## config.mk

```make
export PLATFORM = sky130hd
export DESIGN_NAME = storeAlign
export DESIGN_NICKNAME = d
export VERILOG_FILES = /design/src/logic/isaPkg.sv /design/src/logic/pipePkg.sv /design/src/logic/storeAlign.sv
export VERILOG_INCLUDE_DIRS = /design/src /design/src/logic
export SDC_FILE = /design/constraint.sdc
export NUM_CORES = 1
export LEC_CHECK = 0
export ABC_AREA = 1
export BUFFER_PORTS_ARGS = -buffer_cell sky130_fd_sc_hd__buf_2
export CORE_UTILIZATION = 34
export DETAILED_ROUTE_END_ITERATION = 12
export PLACE_DENSITY = 0.89
export SETUP_SLACK_MARGIN = 0.2
export SYNTH_ARGS = -nofsm -noshare
export SYNTH_HDL_FRONTEND = slang
export SYNTH_SLANG_ARGS = --single-unit
```

## constraint.sdc

```tcl
create_clock -name vclk -period 1.1
set_input_delay 0.11 -clock vclk [all_inputs]
set_output_delay 0.11 -clock vclk [all_outputs]
set_load 0.01 [all_outputs]
```

## src/logic/memStage_config.svh

```systemverilog
`ifndef MEMSTAGE_CONFIG_SVH
`define MEMSTAGE_CONFIG_SVH

// Data RAM space, end is exclusive
`define DATA_START 32'h0000_0000
`define DATA_END 32'h0000_3000

// Timer windows, word access only, end is exclusive
`define TIMER0_START 32'h0000_7F00
`define TIMER0_END 32'h0000_7F0C
`define TIMER1_START 32'h0000_7F10
`define TIMER1_END 32'h0000_7F1C
`define TIMER0_RO_WORD 32'h0000_7F08
`define TIMER1_RO_WORD 32'h0000_7F18

// Kernel entry and CP0 constants
`define TEXT_START 32'h0000_3000
`define EPC_RESET `TEXT_START
`define PRID_VALUE 32'h4D45_4D31
`define CP0_REG_SR 5'd12
`define CP0_REG_CAUSE 5'd13
`define CP0_REG_EPC 5'd14
`define CP0_REG_PRID 5'd15

`define DM_WORDS 3072

`endif

```

## src/logic/isaPkg.sv

```systemverilog
package isaPkg;

    // Operation kinds seen by the memory stage
    typedef enum logic [3:0] {
        opNone,
        opLw,
        opLh,
        opLhu,
        opLb,
        opLbu,
        opSw,
        opSh,
        opSb,
        opMfc0,
        opMtc0,
        opEret
    } memOp_t;

    // Exception codes, other upstream codes pass through unchanged
    typedef logic [4:0] excCode_t;

    localparam excCode_t excNone = 5'd0;
    localparam excCode_t excInt = 5'd0;
    localparam excCode_t excAdEL = 5'd4;
    localparam excCode_t excAdES = 5'd5;

    // Request to the pipeline controller
    typedef enum logic [1:0] {
        kctrlNone,
        kctrlKText,
        kctrlReturn
    } kctrl_t;

    function automatic logic isLoad(memOp_t op);
        return op inside {opLw, opLh, opLhu, opLb, opLbu};
    endfunction

    function automatic logic isStore(memOp_t op);
        return op inside {opSw, opSh, opSb};
    endfunction

endpackage

```

## src/logic/pipePkg.sv

```systemverilog
package pipePkg;

    typedef logic [1:0] tNew_t;

    // Bundle from EX/MEM
    typedef struct packed {
        isaPkg::memOp_t op;
        logic [31:0] pc;
        isaPkg::excCode_t exc;
        logic [31:0] aluAddr;
        logic [31:0] rtData;
        logic [4:0] rtNum;
        logic [4:0] rdNum;
        logic [4:0] dstReg;
        logic [31:0] prevResult;
        tNew_t tNew;
    } memIn_t;

    // MEM/WB register contents
    typedef struct packed {
        isaPkg::memOp_t op;
        logic [31:0] pc;
        logic [31:0] memWord;
        logic [1:0] offset;
        logic [4:0] dstReg;
        logic [31:0] wData;
        tNew_t tNew;
    } wbOut_t;

    typedef struct packed {
        logic [31:2] wordAddr;
        logic [3:0] byteEn;
        logic [31:0] wData;
    } dmReq_t;

    typedef struct packed {
        logic [15:0] resv31;
        logic [5:0] im;
        logic [7:0] resv9;
        logic exl;
        logic ie;
    } statusReg_t;

    typedef struct packed {
        logic bd;
        logic [14:0] resv30;
        logic [5:0] ip;
        logic [2:0] resv9;
        logic [4:0] excCode;
        logic [1:0] resv1;
    } causeReg_t;

    // One CP0 word, seen raw or through a register layout
    typedef union packed {
        logic [31:0] raw;
        statusReg_t sr;
        causeReg_t cause;
    } cp0Word_u;

endpackage

```

## src/logic/storeAlign.sv

```systemverilog
`include "memStage_config.svh"

module storeAlign (
    input isaPkg::memOp_t op,
    input logic [31:0] addr,
    input logic [31:0] wData,
    input logic enable,
    output pipePkg::dmReq_t req,
    output logic [1:0] offset,
    output isaPkg::excCode_t exc
);
    import isaPkg::*;

    logic inData;
    logic inTimer;
    logic isReadOnly;
    logic memAccess;
    logic subWord;
    logic misaligned;
    logic badAccess;

    assign offset = addr[1:0];

    // Address space decode
    always_comb begin
        inData = (addr >= `DATA_START) && (addr < `DATA_END);
        inTimer = ((addr >= `TIMER0_START) && (addr < `TIMER0_END))
            || ((addr >= `TIMER1_START) && (addr < `TIMER1_END));
        isReadOnly = (addr == `TIMER0_RO_WORD) || (addr == `TIMER1_RO_WORD);
    end

    always_comb begin
        memAccess = isLoad(op) || isStore(op);
        subWord = op inside {opLh, opLhu, opLb, opLbu, opSh, opSb};
        misaligned = ((op inside {opLw, opSw}) && (addr[1:0] != 2'b00))
            || ((op inside {opLh, opLhu, opSh}) && addr[0]);
        // Timer registers only take whole words
        badAccess = misaligned
            || (subWord && !inData)
            || (!inData && !inTimer)
            || (isStore(op) && isReadOnly);
        if (!memAccess || !badAccess) begin
            exc = excNone;
        end else if (isStore(op)) begin
            exc = excAdES;
        end else begin
            exc = excAdEL;
        end
    end

    // Lane select and data shift
    always_comb begin
        req.wordAddr = addr[31:2];
        req.byteEn = 4'b0000;
        req.wData = wData;
        case (op)
            opSw: begin
                req.byteEn = 4'b1111;
            end
            opSh: begin
                req.byteEn = addr[1] ? 4'b1100 : 4'b0011;
                req.wData = wData << {addr[1], 4'b0000};
            end
            opSb: begin
                req.byteEn = 4'b0001 << addr[1:0];
                req.wData = wData << {addr[1:0], 3'b000};
            end
            default: begin
                req.byteEn = 4'b0000;
            end
        endcase
        // Faulting or cancelled stores never reach the RAM
        if (!enable || (exc != excNone)) begin
            req.byteEn = 4'b0000;
        end
    end

endmodule

```

* Word-level counts from Yosys, hierarchy flattened
Index checks and enable logic that the tools add are counted.
** Operators by class
- Eq/ne operators :: 10
- Multiplexer cells :: 6
- Reduce and logical (&&, ||, !) cells :: 29
- Shifts and indexed selects :: 3
- Order comparisons :: 6
** Operators with widths (number)
- $eq A32 B15 Y1 const B :: 2
- $ge A32 B15 Y1 const B :: 2
- $lt A32 B15 Y1 const B :: 2
- $pmux W32 S2 :: 1
- $shl A32 B5 Y32 :: 2
- $ge A32 B1 Y1 const B :: 1
- $lt A32 B14 Y1 const B :: 1
- $eq A4 B3 Y1 const B :: 4
- $pmux W4 S3 :: 1
- $reduce_bool A5 Y1 :: 2
- $logic_or A1 B1 Y1 :: 9
- $eq A4 B2 Y1 const B :: 2
- $logic_and A1 B1 Y1 :: 8
- $mux W4 :: 2
- $reduce_bool A3 Y1 :: 2
- $reduce_bool A6 Y1 :: 1
- $logic_not A1 Y1 :: 5
- $eq A4 B1 Y1 const B :: 1
- $eq A4 B4 Y1 const B :: 1
- $reduce_bool A2 Y1 :: 2
- $shl A1 B2 Y4 const A :: 1
- $mux W3 :: 1
- $mux W1 :: 1
** Storage, ports and cells
- Register bits after elaboration :: 0
- Output and inout port bits :: 73
- Bits of input ports :: 69

* Longest topological paths before layout
- Depth after elaboration :: 13
- Gate-level depth with buffers :: 11

* Least setup slack after synthesis
Ideal clock, no wire load.
- Path type :: input to output
- Start :: in addr[1]
- End :: out req[16] in the netlist's numbering
- Cell stages on the path :: 8
- Buffers on the path :: 2
- Path slack :: -0.130 ns
- Arrival time :: 1.120 ns
- Path through :: buf_2 clkinv_1 nand2_1 nand2_1 nand2_2 inv_2 buf_6 a22oi_1
** RTL lines
- start: declaration :: line storeAlign.sv:5 : input logic [31:0] addr,
- end: declaration :: line storeAlign.sv:8 : output pipePkg::dmReq_t req,

==> out/metrics.yaml <==
synth.distinct_cells: 30
crit_arrival_ns: 1.44
drtIter0Drc: 161
p_sw_mw: 0.544
crit_type: "in2out"
comb_power_share: 1.000
rsz0062_at_grt: "true"
hp-class: "in2out"
hpwl_mm: 4.14
area_growth_pct: 104
die_x_um: 65.7
diodes: 0
crit_path_end_kind: "primary output"
final_cell_mix: "114 x buf_2, 46 x nand2_1, 36 x buf_4"
crit_family: "simple AND/OR/NAND/NOR gates"
ys_warn_count: 0
place_congestion: 0.874
regArea_um2: 0
groute.usage.overall: 0.261
n_fill_cell: 254
power_frac_seq: 0
max_freq_ghz: 0.645
p_total_mw: 1.07
pin_count: 142
crit_chain: "buf_8 > nor2_4 > nand3_4 > nor2_8 > buf_12 > buf_8 > inv_2 > nand3_1 > o21ai_1 > nand2_1 > o21ai_2 > buf_2"
port_buffers: 137
final_hold_viol_count: 0
drtPass1Iterations: 4
grt_max_degree: 19
drcViolationCount: 0
drive_above_1_share: 0.667
cpMostUsedCell: "buf_8"
start_kind: "primary input"
antenna_found_initial: 0
power.density_mw_per_mm2: 378
place_ws_ns: -0.432
critPathBufInv: 5
cp_max_fo: 6
grt_pass1_wl_mm: 9.00
post-place-cells: 441
die_h_um: 65.7
initial_core_util: 0.366
routed-via-count: 2260
yosysSeqAreaShare: 0
power_frac_clock: 0
netlist_area_mm2: 0.00138
rows: 22
peakVddDrop_uv: 222
netSwitchingFraction: 0.510
antenna_left: 0
fin_ws_ns: -0.450
mostFrequentLayoutCell: "buf_2"
intPower_mw: 0.524
fin_cells: 459
die-area_mm2: 0.00432
drv_cap: 0
leakagePower_nw: 1.50
critPathSlowestCell: "nor2_8"
netlist_instances: 264
wire_per_inst_um: 13.6
slowest_delay_ns: 0.19
violations: "setup timing"
viasPerCell: 4.92
status: "finished, violations left"
grt_pass1_vias: 2125
period_needed_ns: 1.55
hold_ws_ns: 0.220
coreArea_mm2: 0.00377
seq_cell_count: 0
utilization: 0.748
finalSetupViolCount: 38
overflow: 0
slew_violations: 0
crit_required_ns: 0.99
synth.avg_cell_area_um2: 5.23
holdBufCountCts: 0
period_share: 1.41
wl_mm: 6.24
nClkBuffers: 0
nNetsFinal: 482
-- cell usage after synthesis --
cell	instances	area (µm²)
inv_1	36	135
a22oi_1	4	30.0
nand2_1	62	233
nor2_4	1	11.3
a31oi_1	1	6.26
nand4_1	1	6.26
clkbuf_4	1	7.51
o22ai_1	3	18.8
a21oi_1	6	30.0
buf_2	5	25.0
clkinv_1	1	3.75
o21ai_0	21	105
buf_6	3	33.8
buf_4	35	263
nor2_1	33	124
nand2_2	7	43.8
nor2_2	1	6.26
o21ai_2	5	43.8
nor2_8	1	20.0
o22ai_2	2	25.0
inv_2	3	11.3
buf_12	1	20.0
conb_1	1	3.75
clkbuf_1	1	3.75
nand3_1	15	75.1
o21ai_1	10	50.1
o211ai_1	1	7.51
nand3_4	1	17.5
a211o_1	1	8.76
nand2_4	1	11.3
-- through the flow --
| stage | instance area [µm²] | TNS, ns |
|---|---|---|
| floorplan | 1590 | -0.248 |
| global placement | 2270 | -9.68 |
| detailed placement | 2270 | -10.76 |
| CTS | 2610 | -9.63 |
| global route | 2820 | -15.22 |
| finish | 2820 | -13.30 |
-- cell families after synthesis --
group / after synthesis / share of synthesized area
and+or+nand+nor: 123 / 0.397
buffers and inverters: 86 / 0.364
AOI/OAI and AO/OA: 54 / 0.236
other: 1 / 0.00272
-- power groups by stage --
| stage | clock network [mW] | logic, mW | registers (mW) |
|---|---|---|---|
| floorplan | 0 | 0.525 | 0 |
| finish | 0 | 1.07 | 0 |
| detailed placement | 0 | 0.847 | 0 |
| global route | 0 | 1.14 | 0 |
| global placement | 0 | 0.827 | 0 |
| CTS | 0 | 0.977 | 0 |
-- per-layer routing --
metal | vias up | track usage | routed length, µm
met3 | 17 | 0.0191 | 360
met1 | 1042 | 0.296 | 2440
li1 | 1090 | - | -
met5 | - | 0 | 0
met2 | 111 | 0.501 | 3280
met4 | 0 | 0.0842 | 158
-- final timing paths --
path                      end  depth (start not counted)     from
worst max-delay path  req[20]                         12    op[0]
worst min-delay path  req[38]                          0  addr[4]
-- area by class of cell --
type,instances,area [µm²],share of cell area
timing repair inverter,1,8.76,0.00311
multi-input combinational,180,1200,0.427
inverter,40,176,0.0626
tap,48,60.1,0.0213
timing repair buffer,190,1370,0.486
-- timing repair --
item | in CTS | in global routing
cloned | 0 | 1
setup endpoints to repair | 38 | 38
setup buffers | 9 | 8
resized for setup | 64 | 31
pin swaps | 11 | 12
(Power assumes the default switching activity.)
