$ cat src/logic/memStage_config.svh
`ifndef MEMSTAGE_CONFIG_SVH
`define MEMSTAGE_CONFIG_SVH

// Data RAM space, end is exclusive
`define DATA_START 32'h0000_0000
`define DATA_END 32'h0000_3000

// Timer windows, word access only, end is exclusive
`define TIMER0_START 32'h0000_7F00
`define TIMER0_END 32'h0000_7F0C
`define TIMER1_START 32'h0000_7F10
`define TIMER1_END 32'h0000_7F1C
`define TIMER0_RO_WORD 32'h0000_7F08
`define TIMER1_RO_WORD 32'h0000_7F18

// Kernel entry and CP0 constants
`define TEXT_START 32'h0000_3000
`define EPC_RESET `TEXT_START
`define PRID_VALUE 32'h4D45_4D31
`define CP0_REG_SR 5'd12
`define CP0_REG_CAUSE 5'd13
`define CP0_REG_EPC 5'd14
`define CP0_REG_PRID 5'd15

`define DM_WORDS 3072

`endif

$ cat src/logic/isaPkg.sv
package isaPkg;

    // Operation kinds seen by the memory stage
    typedef enum logic [3:0] {
        opNone,
        opLw,
        opLh,
        opLhu,
        opLb,
        opLbu,
        opSw,
        opSh,
        opSb,
        opMfc0,
        opMtc0,
        opEret
    } memOp_t;

    // Exception codes, other upstream codes pass through unchanged
    typedef logic [4:0] excCode_t;

    localparam excCode_t excNone = 5'd0;
    localparam excCode_t excInt = 5'd0;
    localparam excCode_t excAdEL = 5'd4;
    localparam excCode_t excAdES = 5'd5;

    // Request to the pipeline controller
    typedef enum logic [1:0] {
        kctrlNone,
        kctrlKText,
        kctrlReturn
    } kctrl_t;

    function automatic logic isLoad(memOp_t op);
        return op inside {opLw, opLh, opLhu, opLb, opLbu};
    endfunction

    function automatic logic isStore(memOp_t op);
        return op inside {opSw, opSh, opSb};
    endfunction

endpackage

$ cat src/logic/pipePkg.sv
package pipePkg;

    typedef logic [1:0] tNew_t;

    // Bundle from EX/MEM
    typedef struct packed {
        isaPkg::memOp_t op;
        logic [31:0] pc;
        isaPkg::excCode_t exc;
        logic [31:0] aluAddr;
        logic [31:0] rtData;
        logic [4:0] rtNum;
        logic [4:0] rdNum;
        logic [4:0] dstReg;
        logic [31:0] prevResult;
        tNew_t tNew;
    } memIn_t;

    // MEM/WB register contents
    typedef struct packed {
        isaPkg::memOp_t op;
        logic [31:0] pc;
        logic [31:0] memWord;
        logic [1:0] offset;
        logic [4:0] dstReg;
        logic [31:0] wData;
        tNew_t tNew;
    } wbOut_t;

    typedef struct packed {
        logic [31:2] wordAddr;
        logic [3:0] byteEn;
        logic [31:0] wData;
    } dmReq_t;

    typedef struct packed {
        logic [15:0] resv31;
        logic [5:0] im;
        logic [7:0] resv9;
        logic exl;
        logic ie;
    } statusReg_t;

    typedef struct packed {
        logic bd;
        logic [14:0] resv30;
        logic [5:0] ip;
        logic [2:0] resv9;
        logic [4:0] excCode;
        logic [1:0] resv1;
    } causeReg_t;

    // One CP0 word, seen raw or through a register layout
    typedef union packed {
        logic [31:0] raw;
        statusReg_t sr;
        causeReg_t cause;
    } cp0Word_u;

endpackage

$ cat src/logic/coprocessor0.sv
`include "memStage_config.svh"

module coprocessor0 (
    input logic clk,
    input logic reset,
    input logic [31:0] pc,
    input pipePkg::cp0Word_u wData,
    input logic [4:0] regId,
    input isaPkg::memOp_t op,
    input logic bdFlag,
    input logic [5:0] hwInt,
    input isaPkg::excCode_t exc,
    output isaPkg::kctrl_t kctrl,
    output logic isBD,
    output logic [31:2] epc,
    output pipePkg::cp0Word_u rData,
    output logic intTaken
);
    import isaPkg::*;
    import pipePkg::*;

    localparam logic [31:0] epcResetValue = `EPC_RESET;

    statusReg_t sr;
    causeReg_t cause;
    logic [31:2] epcReg;
    logic excTaken;
    logic entry;
    logic [31:0] entryPc;

    // Interrupts are masked while in kernel mode
    assign intTaken = (|(sr.im & hwInt)) && sr.ie && !sr.exl;
    assign excTaken = (exc != excNone);
    // No kernel entry while in reset
    assign entry = (intTaken || excTaken) && !reset;

    // A fault in a delay slot returns to the branch
    assign entryPc = bdFlag ? (pc - 32'd4) : pc;

    assign epc = epcReg;
    assign isBD = entry ? bdFlag : 1'b0;

    always_comb begin
        if (entry) begin
            kctrl = kctrlKText;
        end else if ((op == opEret) && !reset) begin
            kctrl = kctrlReturn;
        end else begin
            kctrl = kctrlNone;
        end
    end

    // MFC0 read port
    always_comb begin
        rData.raw = 32'd0;
        if (op == opMfc0) begin
            case (regId)
                `CP0_REG_SR: rData.sr = sr;
                `CP0_REG_CAUSE: rData.cause = cause;
                `CP0_REG_EPC: rData.raw = {epcReg, 2'b00};
                `CP0_REG_PRID: rData.raw = `PRID_VALUE;
                default: rData.raw = 32'd0;
            endcase
        end
    end

    always_ff @(posedge clk) begin
        if (reset) begin
            sr <= '0;
            sr.im <= 6'b111111;
            sr.ie <= 1'b1;
            cause <= '0;
            epcReg <= epcResetValue[31:2];
        end else begin
            cause.ip <= hwInt;
            if (op == opEret) begin
                sr.exl <= 1'b0;
                cause.excCode <= excNone;
                cause.bd <= 1'b0;
            end else if (entry) begin
                sr.exl <= 1'b1;
                cause.excCode <= intTaken ? excInt : exc;
                cause.bd <= bdFlag;
            end else if ((op == opMtc0) && (regId == `CP0_REG_SR)) begin
                sr.im <= wData.sr.im;
                sr.exl <= wData.sr.exl;
                sr.ie <= wData.sr.ie;
            end
            // EPC
            if (entry) begin
                epcReg <= entryPc[31:2];
            end else if ((op == opMtc0) && (regId == `CP0_REG_EPC)) begin
                epcReg <= wData.raw[31:2];
            end
        end
    end

endmodule

$ cat config.mk
export PLATFORM = sky130hd
export DESIGN_NAME = coprocessor0
export DESIGN_NICKNAME = d
export VERILOG_FILES = /design/src/logic/isaPkg.sv /design/src/logic/pipePkg.sv /design/src/logic/coprocessor0.sv
export VERILOG_INCLUDE_DIRS = /design/src /design/src/logic
export SDC_FILE = /design/constraint.sdc
export NUM_CORES = 1
export LEC_CHECK = 0
export BUFFER_PORTS_ARGS = -buffer_cell sky130_fd_sc_hd__buf_4
export CAP_MARGIN = 5
export CORE_MARGIN = 2
export CORE_UTILIZATION = 47
export DETAILED_ROUTE_END_ITERATION = 7
export PLACE_DENSITY = 0.82
export SLEW_MARGIN = 20
export SYNTH_ARGS = -nofsm -noshare
export SYNTH_HDL_FRONTEND = slang
export SYNTH_SLANG_ARGS = --single-unit
$ cat constraint.sdc
create_clock -name clk -period 2.7 [get_ports clk]
set_input_delay 0.405 -clock clk [delete_from_list [all_inputs] [get_ports clk]]
set_output_delay 0.405 -clock clk [all_outputs]
set_load 0.005 [all_outputs]
; ---- Yosys cells after proc, flatten, opt, wreduce, memory -nomap -nowiden
; Cells that the tools add are included.
[totals]
in_bits = 87
output_inout_bits = 66
ff_bits = 50
wordCells = 44
[classes]
addsub = 1
n_bitwise = 3
muxes = 11
n_eq_ne = 7
reduce_logical = 15
[ops]
columns = operator, count
row1 = case mux 32 bit (4 select lines), 1
row2 = 2-to-1 mux 32 bit, 2
row3 = 2-to-1 mux 30 bit, 2
row4 = subtractor 32 x 3 -> 32 bit (second input constant), 1
row5 = == test 5 x 4 -> 1 bit (second input constant), 4
row6 = == test 4 bit (second input constant), 3
row7 = AND 6 bit, 1
row8 = logical AND 1 bit, 6
row9 = 2-to-1 mux 2 bit, 3
row10 = OR reduction 6 bit, 1
row11 = 2-to-1 mux 5 bit, 1
row12 = nonzero test 5 bit, 1
row13 = nonzero test 2 bit, 2
row14 = AND reduction 3 bit, 1
row15 = zero test 1 bit, 2
row16 = 2-to-1 mux 1 bit, 2
row17 = inverter 1 bit, 2
row18 = OR reduction 2 bit, 1
row19 = logical OR 1 bit, 1

; ---- Longest topological paths before layout
; Gate-level depths: netlist of run 1.
[depth]
depth_word = 8
depth_mapped = 8
ltp_nobuf = 7

; ---- Least setup slack after synthesis of run 1
; Ideal clock, no wire load.
[synth_path]
path_type = in2out
startpoint = input exc[1]
endpoint = output kctrl[1]
path_stages = 5
path_slack_ns = 0.521
t_arrival_ns = 1.774
cell_sequence = or4_1 -> nor2_1 -> nand2b_1 -> clkbuf_1 -> nor3_1
[synth_between]
elab_chain_len = 4
[synth_rtl]
columns = element, line_no
row1 = from (decl), coprocessor0.sv:12  ; input isaPkg::excCode_t exc,
row2 = nonzero test 5 bit, coprocessor0.sv:33  ; assign excTaken = (exc != excNone);
row3 = logical OR 1 bit, coprocessor0.sv:35  ; assign entry = (intTaken || excTaken) && !reset;
row4 = logical AND 1 bit, coprocessor0.sv:35
row5 = 2-to-1 mux 2 bit, coprocessor0.sv:44  ; if (entry) begin
row6 = to (decl), coprocessor0.sv:13  ; output isaPkg::kctrl_t kctrl,
; Every way passes these cells.

; ---- Worst setup path in the final report of run 1
[layout_path]
startpoint = register sr[12] (netlist bit)
endpoint = output isBD
[layout_between]
elab_chain_len = 7
[layout_rtl]
columns = element, line_no
row1 = from (decl), coprocessor0.sv:24  ; statusReg_t sr;
row2 = AND 6 bit, coprocessor0.sv:32  ; assign intTaken = (|(sr.im & hwInt)) && sr.ie && !sr.exl;
row3 = OR reduction 6 bit, coprocessor0.sv:32
row4 = logical AND 1 bit (2 in a row), coprocessor0.sv:32
row5 = logical OR 1 bit, coprocessor0.sv:35
row6 = logical AND 1 bit, coprocessor0.sv:35
row7 = 2-to-1 mux 1 bit, coprocessor0.sv:41  ; assign isBD = entry ? bdFlag : 1'b0;
row8 = to (decl), coprocessor0.sv:14  ; output logic isBD,
; Every way passes these cells.

==> run metrics, run 1 <==
outcome finished clean; RSZ-0062 raised after global routing no; Synthesis Warnings 0; clock latency on the worst-skew pair 300 ps; period utilization 0.8381; grt total ovfl 0; Synth Cell Area 3178 µm²; ys async rst share 0; initial core utilization 0.4921; Lkg Pwr 0.002235 µW; Crit Path Class reg2out; CTS Sinks 50; pwr/cell area 371.2 nW/µm²; initial antenna violation count 0; largest net degree at the start of global routing 42; worst-margin pin slew 651.3 ps; Final Critical Period 2263 ps; most common cell after layout, fill and taps aside buf_4; vias in the first global route 3295; setup bufs post-CTS 0; Final GP Congestion 0.9478; Max rail drop VDD 0.2031 mV; Placement Setup Slack 396.1 ps; Site Rows 29; Max-Cap Viols 0; hpwl dp 7738 µm; fin nets 628; syn nets 483; die footprint 7436 µm²; Port Buffer Count 150; hold slack 316.4 ps; DR pass1 iterations 4; Post-Route WL 9959 µm; Post-synth EDFFs 0; post-synthesis sequential area ratio 0.3150; setup violators final 0; Layout Skew 5.036 ps; TritonCTS clock tree yes; routed length per instance 16.11 µm; WP data required 2300 ps; #FFs+latches synth 50; layout cells sized above 1 0.3438; crit path max fanout 6; Critical Path Source Type flop; die height 86.23 µm; first-pass GRT wire length 15760 µm; top_reg_cell synth dfxtp_1; maximum clock path buffer count 2; Die Wd 86.23 µm; Area growth, synth to finish 41.73%; CTS root buffer clkbuf_8; GRT Overall Usage 0.2647; Final Hold Fails 0; post-route ant nets 0; Slew HR 0.5658; Netlist cell types 46; Max Freq 441.9 MHz; commonest cells after routing, fill and taps aside buf_4 (161), nor2_1 (64), dfxtp_1 (50), a21oi_1 (30), mux2i_1 (29); element type at the critical path end output pin; Sum Neg Setup Slack 0 ps; core area 6459 µm²; DRT iter0 DRCs 217; number of buffers created by CTS 5; DRC violations left 0; min-delay worst type in2reg; CP arrival 1860 ps; DR vias/cell 5.506; number of diodes 0; Mapped Cells 395; H-tree Lvls 2; hold_buf cts 0; Syn Area/Cell 8.046 µm²; fin. max-slew vios 0; Post-CTS Resized 0; total number of vias 3403; final worst-path setup slack 437.0 ps; clk slew on worst S/H paths 90 ps; I/O pin count 153
==> worst paths after layout <==
check | slack [ps] | to | startpoint | cells past startpoint
min reg2reg | 470 | cause[31] | cause[31] | 2
max | 440 | isBD | sr[12] | 6
min | 320 | sr[0] | wData[0] | 3
max reg2reg | 660 | epc[6] | sr[12] | 6
==> synthesized netlist by cell type, types with 7 or more instances <==
master,n,share of area
nor2_1,64,0.076
dfxtp_1,50,0.31
a21oi_1,30,0.047
mux2i_1,29,0.091
nand2_1,21,0.025
xnor2_1,18,0.050
a21o_1,17,0.040
clkbuf_1,15,0.018
and2_1,13,0.026
a211oi_1,12,0.028
nor2b_1,10,0.020
nor3_1,10,0.016
o21ai_0,10,0.016
xor2_1,10,0.028
inv_1,8,0.0094
a22oi_1,7,0.017
nand3_1,7,0.011
nor4_1,7,0.014
==> final cells by class <==
type	count	area (µm²)
Clock inverter	1	30.03
Timing Repair Buffer	161	1209
Multi-Input combinational cell	314	2062
Sequential cell	50	1001
Inverter	8	30.03
Fill cell	559	1954
Tap cell	77	96.34
Clock buffer	7	76.32
==> where the power goes <==
group,switching (µW),total [µW],internal [µW]
clock network,244,522,278
registers,27.6,802,774
logic,156,349,193
==> critical path: stages, from the launching register on <==
cell      delay [ps]
dfxtp_1          360
a22oi_1          100
a311oi_2         620
nor3_4            90
nor2_1           140
and2_1           140
buf_4            100
==> metrics by stage <==
step	std cells	area [µm²]	total power (µW)	utilization
detailed placement	610	4398	1165	0.6809
finish	618	4504	1672	0.6974
global route	618	4504	1746	0.6974
global placement	610	4398	1157	0.6809
floorplan	395	3178	959.2	-
CTS	618	4504	1675	0.6974
==> flip-flops by register name, indices dropped and copies added (netlist names) <==
name	cells
epc	30
cause	12
sr	8
==> kinds of logic after synthesis <==
family,count (synthesis),share of synthesized area
compound gates,87,0.1811
buf+inv,31,0.03976
fa+ha+maj,1,0.003936
flops,50,0.3150
simple gates,164,0.2740
xor+xnor,28,0.07716
mux,34,0.1091
==> routing by layer <==
layer / part of all wire / wire, µm / GRT usage / vias up
met4: 0.015 / 154 / 0.07670 / 0
met2: 0.49 / 4857 / 0.4390 / 131
met5: 0 / 0 / 0 / -
li1: - / - / - / 1695
met3: 0.061 / 611 / 0.04571 / 17
met1: 0.44 / 4335 / 0.3547 / 1560
Note: power is estimated with default switching activity, not from simulation.
==> inputs of run 2 (changes only) <==
Settings changed: ABC_AREA set to 1, CORE_UTILIZATION 47 to 44, PLACE_DENSITY 0.82 to 0.78.
Clock period 2.7 ns to 1.9 ns, I/O delays scaled along.
==> run 2 against run 1 <==
Against the previous run:
- non-clock buffer count grew 9
- clock skew decreased by 2.3 ps
- cell count is 39% higher
- critical path depth up 5
- worst setup slack lost 330 ps
- wire length up 24%
- total power is 44% higher
- final area increased by 12%
- core utilization shrank 7.2 points
- die area up 20%
- global-route usage up 1.5 points
==> run metrics, run 2 <==
top_reg_cell synth dfxtp_1; CTS root buffer clkbuf_8; Mapped Cells 600 (+52%); first-pass GRT wire length 19690 µm (+25%); H-tree Lvls 2 (unchanged); die height 94.56 µm (+9.7%); Synth area leader dfxtp_1; period utilization 0.9448; Final GP Congestion 0.9834 (+3.8%); WP data required 1620 ps (-680 ps); Max-Cap Viols 0 (unchanged); grt total ovfl 0 (unchanged); total number of vias 4512 (+33%); vias in the first global route 4166 (+26%); Synthesis Warnings 0 (unchanged); pwr/cell area 476.8 nW/µm² (+28%); Slew HR 0.7607 (+0.1949); routed length per instance 14.33 µm (-11%); Port Buffer Count 150 (unchanged); #FFs+latches synth 50 (unchanged); post-synth top area share 0.2774 (-0.03757); core area 8093 µm² (+25%); Netlist cell types 36 (-22%); hpwl dp 9885 µm (+28%); min-delay worst type in2reg; most common cell after layout, fill and taps aside nand2_1; crit path max fanout 9 (+3); Sum Neg Setup Slack 0 ps (unchanged); ys async rst share 0 (unchanged); DRC violations left 0 (unchanged); RSZ-0062 raised after global routing no; Syn Area/Cell 6.014 µm² (-25%); Area growth, synth to finish 40.29%; Fill cells 787 (+41%); I/O pin count 153 (unchanged); post-synthesis sequential area ratio 0.2774 (-0.03757); maximum clock path buffer count 2 (unchanged); top cells by count, synth nand2_1 (179), nor2_1 (82), inv_1 (64); hold slack 190.8 ps (-125.6 ps); fin nets 844 (+34%); Post-Route WL 12350 µm (+24%); Post-synth EDFFs 0 (unchanged); Die Wd 94.56 µm (+9.7%); max reg flops 30 (unchanged); initial antenna violation count 0 (unchanged); hold_buf cts 0 (unchanged); Synth Cell Area 3608 µm² (+14%); element type at the critical path end output pin; DR pass1 iterations 5 (+1); Max Freq 557.0 MHz; fin. max-slew vios 0 (unchanged); Critical Path Source Type flop; post-route ant nets 0 (unchanged); Layout Skew 2.703 ps (-2.333 ps); number of buffers created by CTS 5 (unchanged); Max rail drop VDD 0.2747 mV (+35%); DR vias/cell 5.234 (-4.9%); number of diodes 0 (unchanged); GRT Overall Usage 0.2797 (+0.01495); Site Rows 33 (+14%); largest net degree at the start of global routing 31 (-26%); clk slew on worst S/H paths 90 ps (about the same); setup violators final 0 (unchanged); worst-margin pin slew 358.9 ps (-292.4 ps); dominant cells by area after synthesis dfxtp_1 (28%), nand2_1 (19%), nor2_1 (8.5%), inv_1 (6.7%), nand3_1 (5.5%); syn nets 688 (+42%); most frequent cell after synthesis nand2_1; layout cells sized above 1 0.2959 (-0.04790); CP arrival 1510 ps (-350 ps); Lkg Pwr 0.002501 µW (+12%); initial core utilization 0.4459 (-0.04617); DRT iter0 DRCs 319 (+47%); outcome finished clean; Final Critical Period 1795 ps; Final Hold Fails 0 (unchanged); commonest cells after routing, fill and taps aside nand2_1 (175), buf_4 (167), nor2_1 (81), inv_1 (63), dfxtp_1 (48); TritonCTS clock tree yes; clock latency on the worst-skew pair 310 ps (about the same); CTS Sinks 50 (unchanged); Crit Path Class reg2out; die footprint 8942 µm² (+20%)
==> run 2: changes by cell type in the layout (fill, tap and decap cells not counted), moves of 9 or more <==
cell      delta
nand2_1    +154
inv_1       +55
nand3_1     +34
mux2i_1     -29
o21ai_0     +24
a21o_1      -17
nor2_1      +17
xnor2_1     -14
and2_1      -13
a211oi_1    -11
nor2b_1     -10
nand2_2      +9
==> run 2: where the power goes <==
group | switching [µW] | total [µW] | internal [µW]
Combinational | 323 | 616 | 292
Sequential | 43.6 | 1150 | 1100
Clock | 358 | 651 | 293
==> run 2: cell families after synthesis <==
| family | Yosys count | share of synthesized area |
|---|---|---|
| DFF | 50 | 0.2774 |
| AOI/OAI and AO/OA | 88 | 0.1321 |
| xor gates and xnor gates | 15 | 0.03641 |
| buffers and inverters | 89 | 0.1064 |
| adders and majority gates | 1 | 0.003467 |
| and+or+nand+nor | 357 | 0.4442 |
==> run 2: worst paths after layout <==
check,startpoint,to,slack (ps),cells after the start
setup / recovery,sr[10],isBD,100,11
setup reg to reg,sr[15],sr[12],210,12
hold / removal,hwInt[3],cause[13],190,3
hold reg to reg,cause[4],cause[4],470,2
==> run 2: metal layers <==
layer / part of all wire / up-vias / global-route usage
met2: 0.47 / 203 / 0.4690
met4: 0.024 / 0 / 0.09179
li1: - / 2229 / -
met3: 0.083 / 27 / 0.03751
met5: 0 / - / 0
met1: 0.42 / 2053 / 0.3718
==> run 2: repair_timing <==
| action | CTS | global route |
|---|---|---|
| buffers inserted | 0 | 7 |
| resized for setup | 2 | 14 |
| pin swaps | 0 | 4 |
| setup endpoints to repair | 2 | 32 |
==> run 2: area by class of cell <==
class / instances / area, µm² / area share
Clock inverter: 2 / 12.51 / 0.002472
Inverter: 68 / 271.5 / 0.05363
Timing Repair Buffer: 170 / 1305 / 0.2578
Sequential cell: 50 / 1003 / 0.1982
Clock buffer: 6 / 82.58 / 0.01631
Multi-Input combinational cell: 461 / 2256 / 0.4456
Tap cell: 105 / 131.4 / 0.02595
==> run 2: through the flow <==
step	util	total power, µW	worst slack (ps)	instances	area [µm²]
floorplan	-	1427	468.5	600	3608
global placement	0.6010	1750	31.04	847	4863
detailed placement	0.6010	1759	13.16	847	4863
CTS	0.6133	2390	2.002	855	4964
global route	0.6255	2531	3.552	862	5062
finish	0.6255	2414	104.8	862	5062
==> run 2: critical path, cell delays in order, from the launching register on <==
cell,delay (ps)
dfxtp_2,340
nand2_1,50
nand2_1,50
nor2_1,90
nand2_1,60
nand2_2,90
nand2_4,90
nand2_8,110
clkinv_8,80
nand2_2,60
inv_1,40
buf_4,120
==> inputs of run 3 (changes only) <==
Settings changed: CELL_PAD_IN_SITES_DETAIL_PLACEMENT set to 2, CELL_PAD_IN_SITES_GLOBAL_PLACEMENT set to 2, CORE_UTILIZATION 44 to 21, PLACE_DENSITY 0.78 to 0.77, SLEW_MARGIN 20 to not set.
Clock period 1.9 ns to 1.64 ns, I/O delays scaled along.
==> run 3 against run 2 <==
Against the previous run:
- the run now ends with setup timing left
- worst setup slack worse by 130 ps
- critical path depth down 1
- largest power group unchanged
- sequential power up 17%
- clock skew up 11 ps
- first-iteration DRC count down 51%
- worst hold slack worse by 20 ps
- critical path type unchanged
- sequential cell count unchanged
- die area up 100%
- sequential share of layout area down 2.6 points
- register-to-register slack worse by 180 ps
- wire length up 55%
- highest routed layer unchanged
==> run metrics, run 3 (same netlist as run 2, synthesis figures left out) <==
fin. max-slew vios 0 (unchanged); slowest CP cell dfxtp_2; Buf/Inv on CP 3 (unchanged); routed length per instance 18.68 µm (+30%); element type at the critical path end output pin; failing checks setup timing; final worst-path setup slack -20.31 ps (-125.1 ps); die footprint 18250 µm² (+100%); Area after DPL 5293 µm² (+8.8%); most common cell after layout, fill and taps aside buf_4; core area 16700 µm² (+110%); Site Rows 47 (+42%); Critical Path Source Type flop; Final Cell Area 5853 µm² (+16%); min-delay worst type in2reg; Crit Path Class reg2out; DRC violations left 0 (unchanged); Max-Cap Viols 0 (unchanged); final cell count without fillers 1023 (+19%); pwr/cell area 587.8 nW/µm² (+23%); setup violators final 2 (+2); clock latency on the worst-skew pair 300 ps (about the same); number of buffers created by CTS 5 (unchanged); Crit path largest cell delay 320 ps (-20 ps); GRT Overall Usage 0.2024 (-0.07726); hpwl dp 15320 µm (+55%); Placed Cells incl. Taps 1000 (+18%); period utilization 1.012; fin nets 891 (+5.6%); Post-Route WL 19110 µm (+55%); max reg flops 30 (unchanged); Max Freq 602.3 MHz; total number of vias 4728 (+4.8%); WP data required 1390 ps (-230 ps); commonest cells after routing, fill and taps aside buf_4 (203), nand2_1 (168), nor2_1 (70), inv_1 (56), dfxtp_1 (46); die height 135.1 µm (+43%); most used cell, CP nand2_2; I/O pin count 153 (unchanged); Die Wd 135.1 µm (+43%); H-tree Lvls 2 (unchanged); Final Critical Period 1660 ps; CTS Sinks 50 (unchanged); crit path max fanout 4 (-5); RSZ-0062 raised after global routing yes; CTS root buffer clkbuf_16; Max rail drop VDD 0.4374 mV (+59%); TritonCTS clock tree yes; initial core utilization 0.2161 (-0.2298); post-route ant nets 0 (unchanged); largest net degree at the start of global routing 31 (unchanged); first-pass GRT wire length 28780 µm (+46%); Area growth, synth to finish 62.21%; CP arrival 1410 ps (-100 ps); outcome finished, violations left; DR pass1 iterations 4 (-1); initial antenna violation count 0 (unchanged); Crit path max-delay family simple AND/OR/NAND/NOR gates; DR vias/cell 4.622 (-12%); layout cells sized above 1 0.3873 (+0.09139); worst-margin pin slew 428.7 ps (+69.83 ps); Lkg Pwr 0.002826 µW (+13%); vias in the first global route 5220 (+25%); maximum clock path buffer count 2 (unchanged); hold_buf cts 0 (unchanged); Layout Skew 14.12 ps (+11.41 ps); Placement Setup Slack -216.1 ps (-229.2 ps); Final Hold Fails 0 (unchanged); critical path, cell by cell nand2_2, nand2_2, nor2_2, nand2_1, nand2_2, nand2_4, nand2_8, inv_8, buf_6, buf_6; Slew HR 0.7112 (-0.04957); Final GP Congestion 0.8257 (-16%); number of diodes 0 (unchanged); grt total ovfl 0 (unchanged); DRT iter0 DRCs 156 (-51%); clk slew on worst S/H paths 70 ps (-20 ps); Port Buffer Count 150 (unchanged)
==> run 3: metal layers <==
| metal | wire length (µm) | global-route usage | vias to the layer above |
|---|---|---|---|
| li1 | - | - | 2322 |
| met1 | 8743 | 0.2670 | 2289 |
| met2 | 9572 | 0.3632 | 105 |
| met3 | 596 | 0.01689 | 12 |
| met4 | 195 | 0.03704 | 0 |
| met5 | 0 | 0 | - |
==> run 3: tightest hold or removal path: stages <==
cell,delay (ps)
buf_4,90
inv_1,30
nor2_1,60
==> run 3: final timing paths <==
check	slack, ps	cells past startpoint	start	end
setup / recovery	-20	10	sr[13]	kctrl[0]
hold / removal	170	3	hwInt[5]	cause[15]
setup reg to reg	30	13	sr[13]	epc[14]
hold reg to reg	490	2	cause[4]	cause[4]
==> run 3: repair_timing <==
action                                  CTS  global route
pin swaps                                11            14
resized for setup                        54            30
cloned                                    0             1
setup buffers                             9             6
endpoints found under the setup margin   31            58
==> run 3: through the flow <==
step / hold slack (ps) / TNS, ps / power (µW) / utilization
3_5_place_dp: 465.2 / -5467 / 2143 / 0.3169
2_1_floorplan: 353.0 / 0 / 1653 / -
6_report: 171.1 / -27.91 / 3440 / 0.3505
4_1_cts: 173.4 / -153.8 / 3415 / 0.3411
5_1_grt: 185.1 / -1524 / 3585 / 0.3505
3_3_place_gp: 454.8 / -2287 / 2112 / 0.3169
==> run 3: cell type report <==
| type | count | area, µm² |
|---|---|---|
| clock buffers | 6 | 138.9 |
| clock inverters | 1 | 30.03 |
| inverters | 68 | 275.3 |
| multi-input cells | 461 | 2415 |
| flip-flops and latches | 50 | 1006 |
| well taps | 220 | 275.3 |
| repair buffers | 217 | 1713 |
| fillers | 2025 | 10850 |
==> run 3: power breakdown <==
part	internal [µW]	switching (µW)	total, µW
Clock	755	479	1230
Sequential	1280	58.9	1340
Combinational	403	465	868
